## src/hdl/psram_pkg.sv

```systemverilog
`default_nettype none

package psram_pkg;

    // ----------------------------------------
    // Device phases and command codes
    // ----------------------------------------
    typedef enum logic [2:0] {
        ph_cmd,
        ph_addr,
        ph_wait,
        ph_wdata,
        ph_rdata,
        ph_err
    } phase_t;

    localparam logic [7:0] cmd_write = 8'h38;   // Quad write
    localparam logic [7:0] cmd_read  = 8'heb;   // Fast quad read with six wait cycles

    // ----------------------------------------
    // Stage to stage payloads
    // ----------------------------------------
    typedef struct packed {
        logic [7:0]  cmd;
        logic [23:0] addr;
    } frame_hdr_t;

    typedef struct packed {
        logic        we;
        logic [23:0] addr;
        logic [7:0]  wdata;
    } mem_req_t;

endpackage

`default_nettype wire
```

## src/hdl/nibble_transfer.sv

```systemverilog
`timescale 1ns/1ps
`default_nettype none

module nibble_transfer import psram_pkg::*; (
    input  wire             sck,
    input  wire             reset,
    input  wire [3:0]       dio_in,
    input  wire frame_hdr_t hdr,
    input  wire phase_t     phase,
    input  wire             half,
    input  wire [7:0]       rdata,
    output mem_req_t        mem_req,
    output logic [3:0]      dio_out,
    output logic            dio_oe
);

    localparam logic [2:0] WAIT_LAST = 3'd5;   // Sixth wait cycle, counted from 0

    logic        loaded;
    logic        burst_start;
    logic [23:0] ptr;
    logic [3:0]  hi_nib;
    logic        we_q;
    logic [7:0]  wdata_q;
    logic [2:0]  wait_cnt;

    // ----------------------------------------
    // Burst address pointer
    // ----------------------------------------
    assign burst_start = !loaded && (phase == ph_wdata || phase == ph_wait);

    always_ff @(posedge sck or posedge reset) begin
        if (reset)
            loaded <= 1'b0;
        else if (burst_start)
            loaded <= 1'b1;
    end

    // Write bursts step once the byte is committed, read bursts after the low nibble
    always_ff @(posedge sck) begin
        if (burst_start)
            ptr <= hdr.addr;
        else if (we_q || (phase == ph_rdata && half))
            ptr <= ptr + 24'd1;
    end

    // ----------------------------------------
    // Write path
    // ----------------------------------------
    always_ff @(posedge sck) begin
        if (phase == ph_wdata) begin
            if (!half)
                hi_nib <= dio_in;
            else
                wdata_q <= {hi_nib, dio_in};
        end
    end

    always_ff @(posedge sck or posedge reset) begin
        if (reset)
            we_q <= 1'b0;
        else
            we_q <= (phase == ph_wdata) && half;   // One cycle strobe per byte
    end

    assign mem_req = '{we: we_q, addr: ptr, wdata: wdata_q};

    // ----------------------------------------
    // Read path
    // ----------------------------------------
    always_ff @(posedge sck or posedge reset) begin
        if (reset) begin
            wait_cnt <= '0;
            dio_oe   <= 1'b0;
        end else if (phase == ph_wait && hdr.cmd == cmd_read) begin
            wait_cnt <= wait_cnt + 3'd1;
            if (wait_cnt == WAIT_LAST)
                dio_oe <= 1'b1;                     // Drives from the first data cycle on
        end
    end

    assign dio_out = half ? rdata[3:0] : rdata[7:4];   // High nibble first

endmodule

`default_nettype wire

```

## config.mk

```make
export PLATFORM = sky130hd
export DESIGN_NAME = nibble_transfer
export DESIGN_NICKNAME = d
export VERILOG_FILES = /design/src/hdl/psram_pkg.sv /design/src/hdl/nibble_transfer.sv
export SDC_FILE = /design/constraint.sdc
export NUM_CORES = 1
export LEC_CHECK = 0
export ABC_CLOCK_PERIOD_IN_PS = 1600
export BUFFER_PORTS_ARGS = -buffer_cell sky130_fd_sc_hd__buf_4
export CAP_MARGIN = 30
export CORE_MARGIN = 3
export CORE_UTILIZATION = 43
export CTS_CLUSTER_SIZE = 30
export DETAILED_ROUTE_END_ITERATION = 7
export HOLD_SLACK_MARGIN = 0.12
export PLACE_DENSITY = 0.86
export SETUP_SLACK_MARGIN = 0.02
export SKIP_LAST_GASP = 1
export SLEW_MARGIN = 20
export SYNTH_ARGS = -nofsm -noshare
export SYNTH_HDL_FRONTEND = slang
export SYNTH_SLANG_ARGS = --single-unit
```

## constraint.sdc

```tcl
create_clock -name sck -period 1.6 [get_ports sck]
set_clock_uncertainty 0.05 [all_clocks]
set_input_delay 0.32 -clock sck [delete_from_list [all_inputs] [get_ports sck]]
set_output_delay 0.32 -clock sck [all_outputs]
set_load 0.02 [all_outputs]
```

### Yosys cells after proc, flatten, opt, wreduce, memory -nomap -nowiden

Cells that the tools add are included.

| storage, ports and cells | value |
|---|---|
| register bits after elaboration | 42 |
| input bits | 50 |
| output and inout port bits | 38 |
| logic and storage cells | 29 |

| operators by class | value |
|---|---|
| add/subtract/negate cells | 2 |
| equality and inequality tests | 5 |
| mux-type cells | 3 |
| bitwise operators | 1 |
| reductions and logical operators | 11 |

Operators with widths:

| cell | number |
|---|---|
| $mux W24 | 2 |
| $add A24 B1 Y24 const B | 1 |
| $eq A8 B8 Y1 const B | 1 |
| $eq A3 B2 Y1 const B | 2 |
| $eq A3 B3 Y1 const B | 2 |
| $reduce_and A2 Y1 | 3 |
| $logic_and A1 B1 Y1 | 4 |
| $mux W4 | 1 |
| $add A3 B1 Y3 const B | 1 |
| $logic_or A1 B1 Y1 | 2 |
| $reduce_bool A2 Y1 | 1 |
| $logic_not A1 Y1 | 1 |
| $not A1 Y1 | 1 |

### Depth between registers and ports, before layout

| depth | value |
|---|---|
| depth in word-level cells | 5 |
| mapped depth | 6 |
| mapped depth without buffers | 5 |

### Worst setup path after synthesis

Ideal clock, no wire load.

| path | value |
|---|---|
| path type | reg2reg |
| from | register ptr[0] |
| to | register ptr[22] (data pin) |
| setup time | 0.152 ns |
| arrival | 1.714 ns |
| data required time | 1.398 ns |
| path slack | -0.316 ns |
| cell stages (with the launch flop) | 6 |
| buffers on the path | 0 |
| period minus slack after synthesis | 1.916 ns |
| cells stage by stage | edfxtp_1 > ha_1 > and2_1 > nand3_2 > or4_1 > a31oi_1 |

| between the ends | value |
|---|---|
| word-level cells in the longest chain between the ends | 3 |

Ends and longest elaborated chain:

| what | line | source |
|---|---|---|
| from (decl) | nibble_transfer.sv:21 | `logic [23:0] ptr;` |
| from (signal assigned) | nibble_transfer.sv:42 | `ptr <= hdr.addr;` |
| from (signal assigned) | nibble_transfer.sv:44 | `ptr <= ptr + 24'd1;` |
| $add A24 B1 Y24 | nibble_transfer.sv:44 |  |
| $mux W24 | nibble_transfer.sv:43 | `else if (we_q \|\| (phase == ph_rdata && half))` |
| $mux W24 | nibble_transfer.sv:41 | `if (burst_start)` |

No other way between the ends. The select of a mux whose other input is x is not followed.
A chain may end at the register's enable or synchronous reset.

### Final worst setup path

| path | value |
|---|---|
| from | register ptr[10] |
| to | register ptr[23] (data pin) |

Same word-level chain as after synthesis.

==> results.env <==
MIN_PERIOD_OVER_PERIOD_PCT=106.7
NETSWITCHINGPOWER_uW=533.5
RSZ_0062_RAISED_AFTER_GLOBAL_ROUTING='true'
PLACE_INST=372
DP.FINAL_HPWL_MICRONS=4251
TIMING.HOLD.WORST_PATH_DEPTH=1
SYNTHESIS.AREA_SQ_UM=2178
FLOORPLAN.DIE.WIDTH_MICRONS=77.18
POSTSYNTHCELLCOUNT=192
GP_CONGESTION=0.7866
POWER-PER-CELL-AREA_nW_PER_UM2=658.4
CTS_MAX_LEVEL=2
SHARE_OF_POWER_BURNED_IN_COMBINATIONAL_LOGIC_PCT=14.7
CLOCKBUFFERDEPTH=2
CLK-INSERTION-DELAY-LATE_PS=300
DESIGN.DIE.AREA_SQ_UM=5956
ROUTE.VIAS.TOTAL=2071
REG2REGPATHDEPTH=4
CRITICAL_PATH.MAX_STAGE_DELAY_PS=530
TIMING.CRITICAL_PATH.REQUIRED_PS=1690
NUM_ANTENNA_CELLS=0
SYNTH_TOP_AREA_CELL='edfxtp_1'
TIMING_WORST_SLEW_PIN_VALUE_PS=317.8
P_CLK_SHARE_PCT=30.1
INITIAL_ANTENNA_VIOLATION_COUNT=0
SYN_TO_FINAL_GROWTH_PCT=56.86
PATH_CELLS='and4_4 > nand4_1 > or4_1 > a31oi_1'
FAILED_CHECKS='setup timing'
YOSYS_REGISTER_BITS=42
CRITICAL_PATH.REG2REG.STARTPOINT='ptr[10]$_DFFE_PP_'
FINAL_COMMON_CELL='buf_4'
ANT_NETS=0
MIN_FROM='dio_in[2]'
INTERNAL-POWER_mW=1.716
TIMING.SLEW.HEADROOM_PCT=78.73
DIE_Y_MICRONS=77.18
NUMCTSBUFFERS=5
LAYOUT-DRIVE-GT1-SHARE_PCT=50.77
MAXIMUM_NUMBER_OF_PINS_ON_ONE_NET_BEFORE_GLOBAL_ROUTE_REPAIR=32
EDFF_COUNT_SYNTH=36
DRCVIOLATIONCOUNT=0
SETUP.WORST_PATH.END_CLASS='flop'
FINISH.CELL_COUNT_WITHOUT_FILLERS=390
LAYOUT_COMMON_CELLS='buf_4 (128), edfxtp_1 (36), nand2_1 (25), o21ai_0 (11), nor2_1 (10)'
SYN_AVG_CELL_AREA_SQ_UM=11.35
FIN_SETUP_TNS_PS=-356.8
HP-CLASS='primary input to flop'
PATH_CLASS='flop to flop'
CRIT_PATH_START_KIND='flop'
CLKSLEWWORSTSETUPHOLDPATHS_PS=70
PEAK_SUPPLY_DROP_mV=0.4425
SYNTH_TOP_AREA_SHARE_PCT=49.63
RUN_STATUS='finished, violations left'
POST_ROUTE_WORST_SETUP_SLACK_PS=-106.6
ROUTE.DETAILED.WL_PER_INST_MICRONS=14.92
SYN-NUM-NETS=245
FINISH.UTILIZATION_PCT=70.94
PERIOD_MINUS_SLACK_PS=1707
GROUTE.USAGE.OVERALL_PCT=18.55
CTS.ROOT.BUFFER_CELL='clkbuf_8'
YS_ASYNC_SR_FRACTION_PCT=14.29
CORE_AREA_SQ_UM=4817
HOLD-PATH-ENDPOINT='hi_nib[2]$_DFFE_PP_'
SYNTH_CELL_TYPES=37
WL_MICRONS=5819
WORSTPATHMAXFANOUT=4
P_LEAK_nW=1.364
GRT_PASS1_VIAS=1996
SYNTH.YOSYS.WARNINGS=0
GRT_OVERFLOW_TOTAL=0
PIN_COUNT=88
HOLD-WORST-SLACK_PS=157.3
CRITICAL_PATH.TOP_DELAY_FAMILY='simple AND/OR/NAND/NOR gates'
PLACEMENT_ROWS=25
FINAL_SETUP_VIOLATION_COUNT=7
CRITICAL-PATH-SLOWEST-CELL='or4_1'
DOMINANTREGCELLSYNTH='edfxtp_1'
PLACE.PORT_BUFFERS=87
DRT-VIAS-PER-INSTANCE=5.310
NNETSFINAL=375
START_UTIL_PCT=45.22
YS_SEQ_AREA_SHARE_PCT=56.52
GRT_FIRST_PASS_WIRELENGTH_MICRONS=8790
FIN_AREA_SQ_UM=3417
CP.BUFFERS_INVERTERS=0
POWER.SHARE.SWITCHING_PCT=23.71
FMAXACHIEVABLE_MHz=585.9
POSTPLACECELLAREA_SQ_UM=3199
WORST-R2R-SETUP-SLACK_PS=-110
MAX_CAP_VIOL_COUNT=0
SLEW_VIOL_FINAL=0
PART_OF_THE_TOTAL_POWER_DISSIPATED_IN_SEQUENTIAL_ELEMENTS_PCT=55.2
DETAILEDROUTE.FIRSTPASSITERATIONCOUNT=4
CLKSINKCOUNT=42
WORST_R2R_ENDPOINT='ptr[23]$_DFFE_PP_'
FILLERINSTANCES=370
FIRST_ITER_VIOLATIONS=130
CTS_TREE='done'
FINALHOLDVIOLATIONS=0
WP_DATA_ARRIVAL_PS=1790
SYNTH.TOP_CELLS.BY_AREA='edfxtp_1 (50%), dfrtp_1 (6.9%), nand2_1 (4.5%)'
[power groups by stage]
stage          Combinational (mW)  Sequential (mW)  Clock (mW)
2_1_floorplan              0.0833             1.30           0
3_3_place_gp                0.307             1.26           0
3_5_place_dp                0.316             1.26           0
4_1_cts                     0.328             1.24       0.691
5_1_grt                     0.355             1.24       0.739
6_report                    0.331             1.24       0.678
[registers in the layout, indices dropped and copies added (netlist names)]
name	cells
wdata_q	8
wait_cnt	3
ptr	24
hi_nib	4
dio_oe	1
loaded	1
we_q	1
[synth_stat cells, types with 2 or more instances]
cell type / number
edfxtp_1: 36
nor4_1: 3
or3_1: 3
nand3_1: 8
xor2_1: 9
nor2b_1: 2
dfrtp_1: 6
buf_6: 3
xnor2_1: 7
or4_1: 5
and3_1: 2
inv_1: 3
o21ai_0: 18
and4_1: 2
nand2_1: 26
a31oi_1: 8
o31ai_1: 5
mux2_2: 4
nor2_1: 11
buf_4: 2
nand4_1: 8
ha_1: 3
clkbuf_1: 4
[layout make-up]
class                   count  area [sq um]  area share, %
well taps                  67         83.83          2.453
flip-flops and latches     42          1231          36.03
repair buffers            132          1031          30.17
clock buffers               6         72.57          2.124
multi-input cells         138         973.4          28.49
inverters                   3         11.26         0.3295
clock inverters             2         13.76         0.4028
[per-layer routing]
metal	vias to the layer above	track usage [%]	routed length (microns)
met2	100	32.12	2941
met5	-	0	0
met1	974	20.72	2199
met4	0	7.117	108
li1	985	-	-
met3	12	6.690	570
[stage by stage]
stage	power (mW)	worst slack, ps
after floorplan	1.380	-251.6
after global placement	1.569	-24.47
after detailed placement	1.579	-117.8
after CTS	2.258	-62.74
after global routing	2.340	-201.0
final	2.250	-106.6
[cell families (layout without fill, tap and decap cells)]
family	after synthesis	after routing	share of synthesized area, %
xor+xnor	16	16	6.433
fa+ha+maj	3	3	1.723
buf+inv	13	143	3.791
flops	42	42	56.52
compound gates	33	33	8.788
simple gates	81	82	20.68
mux	4	4	2.068
[what timing repair did]
action	in CTS	in global routing
hold buffers	1	0
cloned	1	0
endpoints found under the setup margin	9	17
buffers inserted	8	0
pin swaps	4	14
gates resized for setup	3	15
hold endpoints to repair	6	0
[how the worst max path moves through the flow]
stage / endpoint / start / slack, ps / depth (start not counted)
final: ptr[23]$_DFFE_PP_ / ptr[10]$_DFFE_PP_ / -110 / 4
after global routing: ptr[19]$_DFFE_PP_ / ptr[5]$_DFFE_PP_ / -200 / 5
after CTS: ptr[22]$_DFFE_PP_ / ptr[1]$_DFFE_PP_ / -60 / 5
after detailed placement: ptr[17]$_DFFE_PP_ / ptr[5]$_DFFE_PP_ / -120 / 6
after global placement: ptr[23]$_DFFE_PP_ / ptr[6]$_DFFE_PP_ / -20 / 4
after floorplan: ptr[22]$_DFFE_PP_ / ptr[11]$_DFFE_PP_ / -250 / 5
No activity file was read; power rests on OpenSTA's default activity.
