--- config.mk ---
export PLATFORM = sky130hd
export DESIGN_NAME = qspi_frame_decoder
export DESIGN_NICKNAME = d
export VERILOG_FILES = /design/src/hdl/psram_pkg.sv /design/src/hdl/qspi_frame_decoder.sv
export SDC_FILE = /design/constraint.sdc
export NUM_CORES = 1
export LEC_CHECK = 0
export ABC_AREA = 0
export BUFFER_PORTS_ARGS = -buffer_cell sky130_fd_sc_hd__buf_4
export CORE_ASPECT_RATIO = 0.8
export CORE_MARGIN = 8
export CORE_UTILIZATION = 25
export CTS_BUF_LIST = sky130_fd_sc_hd__clkbuf_4 sky130_fd_sc_hd__clkbuf_8 sky130_fd_sc_hd__clkbuf_16
export CTS_CLUSTER_SIZE = 28
export DETAILED_ROUTE_END_ITERATION = 8
export PLACE_DENSITY = 0.45
export SLEW_MARGIN = 20
export SYNTH_ARGS = -nofsm -noshare
export SYNTH_HDL_FRONTEND = slang
export SYNTH_SLANG_ARGS = --single-unit
export TNS_END_PERCENT = 1
--- constraint.sdc ---
create_clock -name sck -period 2.5 [get_ports sck]
set_input_delay 0.5 -clock sck [delete_from_list [all_inputs] [get_ports sck]]
set_output_delay 0.5 -clock sck [all_outputs]
set_load 0.02 [all_outputs]
--- src/hdl/psram_pkg.sv ---
`default_nettype none

package psram_pkg;

    // ----------------------------------------
    // Device phases and command codes
    // ----------------------------------------
    typedef enum logic [2:0] {
        ph_cmd,
        ph_addr,
        ph_wait,
        ph_wdata,
        ph_rdata,
        ph_err
    } phase_t;

    localparam logic [7:0] cmd_write = 8'h38;   // Quad write
    localparam logic [7:0] cmd_read  = 8'heb;   // Fast quad read with six wait cycles

    // ----------------------------------------
    // Stage to stage payloads
    // ----------------------------------------
    typedef struct packed {
        logic [7:0]  cmd;
        logic [23:0] addr;
    } frame_hdr_t;

    typedef struct packed {
        logic        we;
        logic [23:0] addr;
        logic [7:0]  wdata;
    } mem_req_t;

endpackage

`default_nettype wire
--- src/hdl/qspi_frame_decoder.sv ---
`timescale 1ns/1ps
`default_nettype none

module qspi_frame_decoder import psram_pkg::*; (
    input  wire        sck,
    input  wire        reset,
    input  wire [3:0]  dio_in,
    output frame_hdr_t hdr,
    output phase_t     phase,
    output logic       half,
    output logic       cmd_err
);

    localparam logic [4:0] CMD_LAST   = 5'd7;    // Edge of the last command bit
    localparam logic [4:0] ADDR_LAST  = 5'd13;   // Edge of the last address nibble
    localparam logic [4:0] DATA_FIRST = 5'd14;   // First edge after the header
    localparam logic [4:0] WAIT_LAST  = 5'd19;   // Sixth and last wait edge
    localparam logic [4:0] CNT_STOP   = 5'd20;   // Nothing depends on the count past here

    logic [4:0]  cnt;
    logic [7:0]  cmd_sr;
    logic [19:0] addr_sr;
    phase_t      phase_nxt;

    // ----------------------------------------
    // Cycle counter and nibble half
    // ----------------------------------------
    always_ff @(posedge sck or posedge reset) begin
        if (reset) begin
            cnt  <= '0;
            half <= 1'b0;
        end else begin
            if (cnt != CNT_STOP)
                cnt <= cnt + 5'd1;
            if (cnt >= DATA_FIRST)
                half <= ~half;                    // Low on every high nibble cycle
        end
    end

    // ----------------------------------------
    // Command and address shifting
    // ----------------------------------------
    always_ff @(posedge sck) begin
        if (phase == ph_cmd)
            cmd_sr <= {cmd_sr[6:0], dio_in[0]};   // Single bit lane, MSB first
        if (phase == ph_addr)
            addr_sr <= {addr_sr[15:0], dio_in};   // Most significant nibble first
    end

    // The sixth nibble is still on the bus, so it goes straight into the header
    always_ff @(posedge sck) begin
        if (phase == ph_addr && cnt == ADDR_LAST)
            hdr <= '{cmd: cmd_sr, addr: {addr_sr, dio_in}};
    end

    // ----------------------------------------
    // Phase sequencing
    // ----------------------------------------
    always_comb begin
        phase_nxt = phase;
        case (phase)
            ph_cmd: begin
                if (cnt == CMD_LAST)
                    phase_nxt = ph_addr;
            end
            ph_addr: begin
                if (cnt == ADDR_LAST) begin
                    if (cmd_sr == cmd_write)
                        phase_nxt = ph_wdata;
                    else if (cmd_sr == cmd_read)
                        phase_nxt = ph_wait;
                    else
                        phase_nxt = ph_err;       // Frozen until the host deselects
                end
            end
            ph_wait: begin
                if (cnt == WAIT_LAST)
                    phase_nxt = ph_rdata;
            end
            default: begin
                phase_nxt = phase;                // Data and error phases hold
            end
        endcase
    end

    always_ff @(posedge sck or posedge reset) begin
        if (reset) begin
            phase   <= ph_cmd;
            cmd_err <= 1'b0;
        end else begin
            phase   <= phase_nxt;
            cmd_err <= (phase_nxt == ph_err);     // Rises together with the error phase
        end
    end

endmodule

`default_nettype wire

# --- Word level (Yosys, flattened, before mapping) ---
# Index checks and enable logic that the tools add are counted.
classes:
  add_sub_neg: 1
  bitwise_logic: 1
  n_reduce_logical: 2
  mux: 6
  n_shift: 0
  order_cmp: 1
  mul: 0
  div: 0
  eq_ne: 9
op_table:
  columns: ["op", "n"]
  rows:
  - ["two-way mux 3 bit", 5]
  - ["one-hot mux 3 bit (3 select lines)", 1]
  - ["equality test 8 x 6 -> 1 bit, second input constant", 1]
  - ["equality test 8 bit, second input constant", 1]
  - ["adder 5 x 1 -> 5 bit, second input constant", 1]
  - ["equality test 5 x 3 -> 1 bit, second input constant", 1]
  - ["equality test 5 x 4 -> 1 bit, second input constant", 1]
  - ["equality test 5 bit, second input constant", 1]
  - [">= comparator 5 x 4 -> 1 bit, second input constant", 1]
  - ["inequality test 5 bit, second input constant", 1]
  - ["equality test 3 x 1 -> 1 bit, second input constant", 1]
  - ["equality test 3 x 2 -> 1 bit, second input constant", 1]
  - ["equality test 3 bit, second input constant", 1]
  - ["zero test 3 bit", 1]
  - ["logical AND 1 bit", 1]
  - ["NOT 1 bit", 1]
word_totals:
  in_bits: 6
  mem_bits_ro: 0
  memories: 0
  register_bits: 70
  ram_bits: 0
  latchBits: 0
  elab_cells: 28

# --- Logic depth before layout (Yosys ltp) ---
# Gate-level depths: netlist of run 1.
logic_depth:
  word_depth: 6
  mapped_depth: 6

# --- Worst setup path before layout of run 1 ---
# Ideal clock, no wire load.
synth_path:
  path_type: "flip-flop to flip-flop"
  from: "reg phase[0]"
  to: "reg addr_sr[0] (enable)"
  setup_slack_ns: 0.017
  stages_incl_launch_ff: 3
  path_buffers: 0
  arrival_time_ns: 2.061
  cell_sequence: "dfrtp_1 > inv_1 > nor3_1"
synth_via:
  elab_chain_cells: 1
synth_lines:
  columns: ["item", "line_no", "rtl"]
  rows:
  - ["start: declaration", "qspi_frame_decoder.sv:9", "output phase_t phase,"]
  - ["start signal: assignment", "qspi_frame_decoder.sv:88", "phase <= ph_cmd;"]
  - ["start signal: assignment", "qspi_frame_decoder.sv:91", "phase <= phase_nxt;"]
  - ["equality test 3 x 1 -> 1 bit", "qspi_frame_decoder.sv:46", "if (phase == ph_addr)"]
  - ["end signal: assignment", "qspi_frame_decoder.sv:47", "addr_sr <= {addr_sr[15:0], dio_in};"]
  - ["end: declaration", "qspi_frame_decoder.sv:22", "logic [19:0] addr_sr;"]
# Every way passes these cells.
# A chain may end at the register's enable or synchronous reset.

# --- Worst setup path in the final report of run 1 ---
layout_path:
  from: "reg cnt[1]"
  to: "reg hdr[3] (netlist name) (enable)"
layout_via:
  elab_chain_cells: 2
layout_lines:
  columns: ["item", "line_no", "rtl"]
  rows:
  - ["start: declaration", "qspi_frame_decoder.sv:20", "logic [4:0] cnt;"]
  - ["start signal: assignment", "qspi_frame_decoder.sv:34", "cnt <= cnt + 5'd1;"]
  - ["equality test 5 x 4 -> 1 bit", "qspi_frame_decoder.sv:52", "if (phase == ph_addr && cnt == ADDR_LAST)"]
  - ["logical AND 1 bit", "qspi_frame_decoder.sv:52", null]
  - ["end signal: assignment", "qspi_frame_decoder.sv:53", "hdr <= '{cmd: cmd_sr, addr: {addr_sr, dio_in}};"]
  - ["end: declaration", "qspi_frame_decoder.sv:8", "output frame_hdr_t hdr,"]
# Every way passes these cells.

==> results of run 1 <==
==> layer usage <==
layer / track usage (%) / part of all wire, % / routed length (µm)
met5: 0 / 0 / 0
met4: 2.86 / 1.3 / 53
met2: 10.1 / 46 / 1880
met1: 7.77 / 44 / 1840
met3: 4.35 / 8.6 / 353
==> through the flow <==
step | cell area, µm² | power, W | util [%] | std cells | hold slack [ns]
final | 3210 | 0.00264 | 33.9 | 298 | 0.167
after CTS | 3210 | 0.00269 | 33.9 | 298 | 0.182
after detailed placement | 2880 | 0.00129 | 30.4 | 282 | 0.407
after global placement | 2880 | 0.00129 | 30.4 | 282 | 0.402
after global routing | 3210 | 0.00274 | 33.9 | 298 | 0.196
after floorplan | 2400 | 0.00128 | - | 120 | 0.340
==> sequential cells by signal, indices dropped and copies added (netlist names) <==
signal / cells
hdr: 32
half: 1
cnt: 5
cmd_sr: 8
addr_sr: 20
phase: 3
cmd_err: 1
==> critical path, stage by stage (launching register included) <==
cell and delay, ns:
sky130_fd_sc_hd__dfrtp_1 0.42, sky130_fd_sc_hd__inv_1 0.11, sky130_fd_sc_hd__ha_1 0.14, sky130_fd_sc_hd__and4b_1 0.24, sky130_fd_sc_hd__and3_4 0.51
==> synth_stat cells (2+ instances only) <==
cell,count,area (µm²)
sky130_fd_sc_hd__nor2_1,5,18.8
sky130_fd_sc_hd__ha_1,4,50.1
sky130_fd_sc_hd__and4b_1,2,20.0
sky130_fd_sc_hd__nand2b_1,3,18.8
sky130_fd_sc_hd__nor3_1,3,15.0
sky130_fd_sc_hd__edfxtp_1,60,1800
sky130_fd_sc_hd__nand2_1,3,11.3
sky130_fd_sc_hd__xnor2_1,3,26.3
sky130_fd_sc_hd__inv_1,4,15.0
sky130_fd_sc_hd__dfrtp_1,10,250
sky130_fd_sc_hd__a21oi_1,2,10.0
sky130_fd_sc_hd__nand3_1,4,20.0
==> cells by family after synthesis <==
logic type      after synthesis  share of synthesized area, %
flops                        70                          85.4
xor+xnor                      3                          1.09
simple gates                 26                          6.51
fa+ha+maj                     4                          2.08
buf+inv                       5                         0.833
compound gates               12                          4.06
==> final cells by class <==
| cell class | instances | area, µm² | share of cell area, % |
|---|---|---|---|
| clock buffer | 9 | 225 | 7.01 |
| clock inverter | 7 | 106 | 3.31 |
| inverter | 4 | 15.0 | 0.467 |
| multi-input combinational | 45 | 335 | 10.4 |
| sequential | 70 | 2050 | 63.9 |
| tap | 119 | 149 | 4.63 |
| timing repair buffer | 44 | 330 | 10.3 |
==> worst min path at each step <==
stage,from,cells past startpoint,to,slack (ns)
final,reset,2,phase[1]$_DFF_PP0_,0.17
after detailed placement,addr_sr[19]$_DFFE_PP_,0,hdr[23]$_DFFE_PP_,0.41
after floorplan,reset,1,cmd_err$_DFF_PP0_,0.34
after global routing,reset,2,phase[1]$_DFF_PP0_,0.20
after CTS,reset,2,phase[1]$_DFF_PP0_,0.18
after global placement,addr_sr[18]$_DFFE_PP_,0,hdr[22]$_DFFE_PP_,0.40
==> report_power, final <==
group	total, W	switching, W	internal (W)
combinational	0.0000107	0.00000569	0.00000504
clock	0.00138	0.000490	0.000888
sequential	0.00125	0.0000000110	0.00125
==> placed cells by master (no fill, tap or decap), drive strengths merged, types with 3 or more instances in the layout <==
| master | synthesis | routed |
|---|---|---|
| nand2 | 3 | 3 |
| dfrtp | 10 | 10 |
| clkinv | 0 | 3 |
| buf | 1 | 44 |
| inv | 4 | 6 |
| ha | 4 | 4 |
| clkbuf | 0 | 9 |
| nand2b | 3 | 3 |
| nand3 | 4 | 4 |
| xnor2 | 3 | 3 |
| edfxtp | 60 | 60 |
| nor2 | 5 | 5 |
| nor3 | 3 | 3 |
==> results.json, run 1 <==
{
  "run_status": "complete, no violations",
  "die_height_um": 104,
  "ys_seq_area_share_pct": 85.4,
  "post_cts_resized": 0,
  "skew_ns": 0.00632,
  "worstSetupEndpointType": "flop",
  "max_slew_margin_pct": 69.2,
  "detail_route.first_pass.iterations": 4,
  "max_slew.worst_pin.slew_ns": 0.462,
  "syn_avg_cell_area_um2": 20.0,
  "clock_transition_at_the_registers_of_the_reported_paths_ns": 0.06,
  "timing.critical_path.from_type": "flop",
  "synth-warning-count": 0,
  "grt_pass1_wl_um": 6710,
  "placement_rows": 32,
  "worst_hold_path_type": "in -> async",
  "detailed_place_hpwl_um": 2730,
  "leakage_power_nw": 1.17,
  "power_per_cell_area_nw_per_um2": 822,
  "drt-initial-drc-count": 115,
  "grt_pass1_vias": 1245,
  "routed_via_density": 4.03,
  "tritoncts_num_sinks": 70,
  "crit_arrival_ns": 1.76,
  "final_setup_vio_count": 0,
  "dp_slack_ns": 0.707,
  "synth_edf_count": 60,
  "placement.io_buffers": 42,
  "num_antenna_cells": 0,
  "drt.antenna.violating_nets": 0,
  "antenna_found_initial": 0,
  "cts_post_setup_buffers_inserted": 0,
  "drcViolationCount": 0,
  "fp.coreArea_um2": 9490,
  "worstRegToRegCells": 4,
  "gr-usage-all-layers_pct": 6.85,
  "worstSkewPairLatency_ns": 0.33,
  "timing_max_transition_violations_final": 0,
  "final.fill_count": 914,
  "h-tree-depth": 3,
  "post-route-min-period_ns": 1.79,
  "crit_start": "cnt[1]$_DFFE_PP0P_",
  "layout.nets": 184,
  "wirelength_um": 4130,
  "max-cap-violations": 0,
  "routedWlPerCell_um": 13.9,
  "final_min_period_over_clock_period_pct": 71.5,
  "postSynthNetCount": 130,
  "ctsLongestPathBuffers": 2,
  "tns_ns": 0,
  "synth.cell_area_um2": 2400,
  "initial_utilization_pct": 25.3,
  "cts_made_buffers": 9,
  "synth_ff_type": "sky130_fd_sc_hd__edfxtp_1",
  "vias_post_dr": 1200,
  "dieWidth_um": 126,
  "tritoncts": "done",
  "floorplan.die_area_um2": 13000,
  "num_io_pins": 43,
  "timing.rr.start": "cnt[1]$_DFFE_PP0P_",
  "finalWeightedCongestion": 0.733,
  "reg2reg_setup_slack_ns": 0.71,
  "regToRegEndpoint": "hdr[3]$_DFFE_PP_",
  "async_reset_ff_share_pct": 14.3,
  "cts_hold_repair_buffers": 0,
  "worstSetupPathType": "reg -> reg",
  "crit_required_ns": 2.47,
  "ctsRootBufferMaster": "sky130_fd_sc_hd__clkbuf_16",
  "final_layout_size_suffix_gt1_share_pct": 36.9,
  "max_freq_mhz": 559,
  "grt_max_degree": 35,
  "layout-area-overhead-vs-synth_pct": 33.7,
  "report.final.hold_viol_count": 0,
  "critical_path.endpoint": "hdr[3]$_DFFE_PP_",
  "synth_cells": 120,
  "ys_types": 29,
  "vdd.ir_drop.worst_mv": 0.335,
  "ys_ff_latch": 70,
  "rsz0062_at_grt": "no",
  "finalWorstSetupSlack_ns": 0.711,
  "crit_path_max_fanout": 34,
  "grt_overflow_total": 0
}
Note: power is estimated with default switching activity, not from simulation.
==> run 2: changes to the inputs <==
==> constraint.sdc (replaced) <==
create_clock -name sck -period 1.6 [get_ports sck]
set_input_delay 0.32 -clock sck [delete_from_list [all_inputs] [get_ports sck]]
set_output_delay 0.32 -clock sck [all_outputs]
set_load 0.02 [all_outputs]
==> results.json, run 2 (same netlist as run 1, synthesis figures left out) <==
{
  "worstSetupPathType": "reg -> reg",
  "grt_overflow_total": 0,
  "wirelength_um": 4280,
  "ctsLongestPathBuffers": 2,
  "tns_ns": 0,
  "routedWlPerCell_um": 13.8,
  "crit_path_max_fanout": 16,
  "max-cap-violations": 0,
  "grt_pass1_vias": 1321,
  "report.final.hold_viol_count": 0,
  "drt.antenna.violating_nets": 0,
  "final_min_period_over_clock_period_pct": 94.3,
  "detail_route.first_pass.iterations": 3,
  "reg2reg_setup_slack_ns": 0.09,
  "fp.coreArea_um2": 9490,
  "dieWidth_um": 126,
  "layout.nets": 197,
  "finalWeightedCongestion": 0.742,
  "vias_post_dr": 1252,
  "crit_arrival_ns": 1.71,
  "max_slew.worst_pin.slew_ns": 0.409,
  "clock_transition_at_the_registers_of_the_reported_paths_ns": 0.05,
  "power_per_cell_area_nw_per_um2": 1210,
  "vdd.ir_drop.worst_mv": 0.456,
  "final_layout_size_suffix_gt1_share_pct": 40.3,
  "multi_input_comb_area_um2": 342,
  "grt_most_used_layer": "met2",
  "timing.critical_path.from_type": "flop",
  "ctsRootBufferMaster": "sky130_fd_sc_hd__clkbuf_16",
  "max_slew_margin_pct": 72.7,
  "largest_register_ffs": 32,
  "use_met1_pct": 7.73,
  "layout-area-overhead-vs-synth_pct": 39.0,
  "num_io_pins": 43,
  "placement.io_buffers": 42,
  "crit_required_ns": 1.80,
  "max_freq_mhz": 663,
  "worst_hold_path_type": "in -> reg",
  "placement_rows": 32,
  "post_cts_resized": 0,
  "timing_max_transition_violations_final": 0,
  "num_antenna_cells": 0,
  "initial_utilization_pct": 25.3,
  "h-tree-depth": 3,
  "worstSetupEndpointType": "flop",
  "gr-usage-all-layers_pct": 7.03,
  "max_flop_register": "hdr",
  "post-route-min-period_ns": 1.51,
  "layout_commonest_cell": "sky130_fd_sc_hd__edfxtp_1",
  "layout.cells.most_common_list": "sky130_fd_sc_hd__edfxtp_1 (60), sky130_fd_sc_hd__buf_4 (53), sky130_fd_sc_hd__dfrtp_1 (10)",
  "cts_made_buffers": 9,
  "final_core_utilization_pct": 35.2,
  "skew_ns": 0.00330,
  "grt_pass1_wl_um": 6960,
  "cts_post_setup_buffers_inserted": 0,
  "antenna_found_initial": 0,
  "met3_usage_pct": 3.74,
  "gr-usage-met2_pct": 10.6,
  "final_setup_vio_count": 0,
  "worstSkewPairLatency_ns": 0.32,
  "routed_via_density": 4.04,
  "leakage_power_nw": 1.24,
  "area.sequential_um2": 2050,
  "grt_max_degree": 21,
  "tritoncts_num_sinks": 70,
  "tritoncts": "done",
  "largest_registers": "hdr: 32 flops, addr_sr: 20 flops, cmd_sr: 8 flops",
  "drcViolationCount": 0,
  "detailed_place_hpwl_um": 2930,
  "cts_hold_repair_buffers": 1,
  "die_height_um": 104,
  "floorplan.die_area_um2": 13000,
  "final.fill_count": 889,
  "rsz0062_at_grt": "no",
  "drt-initial-drc-count": 88,
  "run_status": "complete, no violations"
}
## run 2: metrics by stage
stage / std cells / setup WS [ns] / hold slack [ns] / area (µm²) / power, W
floorplan: 120 / 0.0178 / 0.160 / 2410 / 0.00200
global placement: 294 / 0.114 / 0.346 / 3020 / 0.00201
detailed placement: 294 / 0.0902 / 0.351 / 3020 / 0.00201
CTS: 310 / 0.0783 / 0.174 / 3340 / 0.00410
global route: 310 / 0.0381 / 0.169 / 3340 / 0.00416
finish: 310 / 0.0920 / 0.185 / 3340 / 0.00403
## run 2: final cells by class
type | count | share of cell area [%]
clock buffers | 9 | 6.75
clock inverters | 6 | 2.62
inverters | 4 | 0.450
multi-input cells | 45 | 10.2
flip-flops and latches | 70 | 61.5
well taps | 119 | 4.46
repair buffers | 57 | 14.0
## run 2: power breakdown
part | switching, W | internal, W
registers | 0.0000000185 | 0.00196
logic | 0.00000864 | 0.00000942
clock network | 0.000698 | 0.00135
total | 0.000707 | 0.00332
## run 2: per-layer routing
layer | vias to the layer above | share of wire [%]
met4 | 0 | 2.2
met3 | 10 | 7.3
li1 | 601 | -
met1 | 611 | 43
met2 | 30 | 47
met5 | - | 0
## run 2: worst paths after layout
kind | from | endpoint | depth (start not counted)
max | cnt[1]$_DFFE_PP0P_ | phase[2]$_DFF_PP0_ | 6
min reg2reg | addr_sr[19]$_DFFE_PP_ | hdr[23]$_DFFE_PP_ | 0
max reg2reg | cnt[1]$_DFFE_PP0P_ | phase[2]$_DFF_PP0_ | 6
min in group asynchronous | reset | cnt[2]$_DFFE_PP0P_ | 3
max in group asynchronous | reset | cnt[4]$_DFFE_PP0P_ | 3
min | dio_in[3] | addr_sr[3]$_DFFE_PP_ | 1
## run 2: critical path, cell delays in order, from the launching register on
cell and delay (ns):
sky130_fd_sc_hd__dfrtp_1 0.34, sky130_fd_sc_hd__inv_1 0.06, sky130_fd_sc_hd__ha_1 0.17, sky130_fd_sc_hd__and4b_1 0.18, sky130_fd_sc_hd__and3_4 0.20, sky130_fd_sc_hd__buf_12 0.15, sky130_fd_sc_hd__a221o_1 0.29
==> run 3: changes to the inputs <==
--- a/config.mk
+++ b/config.mk
@@ -14,6 +14,7 @@
 export CTS_CLUSTER_SIZE = 28
 export DETAILED_ROUTE_END_ITERATION = 8
 export PLACE_DENSITY = 0.45
+export SETUP_SLACK_MARGIN = 0.15
 export SLEW_MARGIN = 20
 export SYNTH_ARGS = -nofsm -noshare
 export SYNTH_HDL_FRONTEND = slang
==> results.json, run 3 (same netlist as run 1, synthesis figures left out) <==
{
  "final_min_period_over_clock_period_pct": 97.4,
  "num_antenna_cells": 0,
  "fp.coreArea_um2": 9490,
  "drcViolationCount": 0,
  "layout-area-overhead-vs-synth_pct": 42.8,
  "floorplan.die_area_um2": 13000,
  "timing_max_transition_violations_final": 0,
  "swShare_pct": 18.6,
  "share_clk_of_total_power_pct": 52.0,
  "worstSetupPathType": "reg -> reg",
  "vdd.ir_drop.worst_mv": 0.503,
  "power.sequential.fraction_pct": 47.6,
  "crit_start": "cnt[1]$_DFFE_PP0P_",
  "final_layout_size_suffix_gt1_share_pct": 45.1,
  "placement_rows": 32,
  "gr-usage-all-layers_pct": 7.23,
  "worstRegToRegCells": 5,
  "final_core_utilization_pct": 36.1,
  "max_flop_register": "hdr",
  "power_report.internal_total_w": 0.00335,
  "routedWlPerCell_um": 13.8,
  "die_height_um": 104,
  "leakage_power_nw": 1.26,
  "largest_register_ffs": 32,
  "ctsLongestPathBuffers": 2,
  "p_comb_share_pct": 0.4,
  "finalWeightedCongestion": 0.743,
  "crit_path_max_fanout": 6,
  "final_setup_vio_count": 0,
  "max_slew_margin_pct": 72.7,
  "detail_route.first_pass.iterations": 4,
  "detailed_place_hpwl_um": 2980,
  "antenna_found_initial": 0,
  "power_per_cell_area_nw_per_um2": 1200,
  "skew_ns": 0.00443,
  "critical_path.endpoint": "hdr[12]$_DFFE_PP_",
  "rsz0062_at_grt": "yes",
  "layout_commonest_cell": "sky130_fd_sc_hd__edfxtp_1",
  "reg2reg_setup_slack_ns": 0.04,
  "timing.rr.start": "cnt[1]$_DFFE_PP0P_",
  "crit_arrival_ns": 1.60,
  "routed_via_density": 3.97,
  "fin_hold_ws_ns": -0.0159,
  "placement.io_buffers": 42,
  "run_status": "finished, violations left",
  "clock_transition_at_the_registers_of_the_reported_paths_ns": 0.06,
  "tritoncts_num_sinks": 70,
  "drt-initial-drc-count": 101,
  "power_switching_w": 0.000767,
  "tritoncts": "done",
  "worst_hold_path_type": "in -> async",
  "cts_made_buffers": 9,
  "ctsRootBufferMaster": "sky130_fd_sc_hd__clkbuf_16",
  "drt.antenna.violating_nets": 0,
  "violations": "hold timing",
  "max_slew.worst_pin.slew_ns": 0.409,
  "grt_pass1_vias": 1298,
  "h-tree-depth": 3,
  "regToRegEndpoint": "hdr[12]$_DFFE_PP_",
  "wirelength_um": 4320,
  "grt_pass1_wl_um": 7160,
  "worstSkewPairLatency_ns": 0.33,
  "dieWidth_um": 126,
  "grt_overflow_total": 0,
  "vias_post_dr": 1246,
  "final.fill_count": 891,
  "layout.nets": 200,
  "largest_registers": "hdr: 32 flops, addr_sr: 20 flops, cmd_sr: 8 flops",
  "initial_utilization_pct": 25.3,
  "grt_max_degree": 21,
  "worstSetupEndpointType": "flop",
  "report.final.hold_viol_count": 10,
  "max_freq_mhz": 642,
  "layout.cells.most_common_list": "sky130_fd_sc_hd__edfxtp_1 (60), sky130_fd_sc_hd__buf_4 (55), sky130_fd_sc_hd__clkbuf_16 (10)",
  "timing.critical_path.from_type": "flop",
  "post-route-min-period_ns": 1.56,
  "crit_required_ns": 1.64,
  "max-cap-violations": 0,
  "num_io_pins": 43
}
run 3: cell types whose count changed in the layout (fill, tap and decap cells not counted), sizes merged:
cell	delta
buf	+3
clkbuf	+1
clkinv	-3
clkinvlp	+1
dlygate4sd3	-1
inv	+3
run 3: worst max-delay path, stage by stage (launching register included):
cell	delay (ns)
sky130_fd_sc_hd__dfrtp_1	0.39
sky130_fd_sc_hd__inv_2	0.08
sky130_fd_sc_hd__ha_4	0.12
sky130_fd_sc_hd__and4b_1	0.21
sky130_fd_sc_hd__and3_4	0.30
sky130_fd_sc_hd__clkbuf_16	0.18
run 3: layout make-up:
class	instances	area, µm²	area share (%)
clock buffers	9	225	6.57
clock inverters	7	103	2.99
inverters	4	15.0	0.438
multi-input cells	45	367	10.7
flip-flops and latches	70	2050	59.9
well taps	119	149	4.34
repair buffers	60	518	15.1
run 3: how the worst min path moves through the flow:
stage / startpoint / endpoint / depth (start not counted)
after global routing: reset / cmd_err$_DFF_PP0_ / 2
after floorplan: reset / cmd_err$_DFF_PP0_ / 1
after global placement: reset / cmd_err$_DFF_PP0_ / 2
final: reset / cmd_err$_DFF_PP0_ / 2
after CTS: reset / phase[2]$_DFF_PP0_ / 2
after detailed placement: reset / cmd_err$_DFF_PP0_ / 2
run 3: per-stage QoR:
stage	total power (W)	worst slack, ns	cell area, µm²	cells	setup TNS [ns]
final	0.00412	0.0423	3430	314	0
after global routing	0.00424	-0.0266	3430	314	-0.266
after CTS	0.00417	0.0449	3380	312	0
after detailed placement	0.00201	0.0466	3040	295	0
after global placement	0.00201	0.0725	3040	295	0
after floorplan	0.00200	0.0206	2420	120	0
run 3: power groups by stage:
| stage | Combinational [W] | Clock (W) | Sequential, W |
|---|---|---|---|
| CTS | 0.0000175 | 0.00219 | 0.00196 |
| detailed placement | 0.0000174 | 0 | 0.00200 |
| floorplan | 0.00000389 | 0 | 0.00200 |
| finish | 0.0000162 | 0.00214 | 0.00196 |
| global route | 0.0000187 | 0.00227 | 0.00196 |
| global placement | 0.0000174 | 0 | 0.00200 |
run 3: repair_timing:
item | 4_1_cts | 5_1_grt
pin swaps | 0 | 1
setup buffers | 1 | 1
hold buffers | 0 | 0
endpoints found under the setup margin | 32 | 37
gates resized for setup | 0 | 6
cloned | 0 | 1
run 3: metal layers:
layer  vias to the layer above  global-route usage [%]  part of all wire (%)
met1                       597                    8.65                    46
li1                        608                       -                     -
met4                         0                    3.64                   1.6
met3                        10                    3.89                   6.0
met5                         -                       0                     0
met2                        31                    10.3                    46
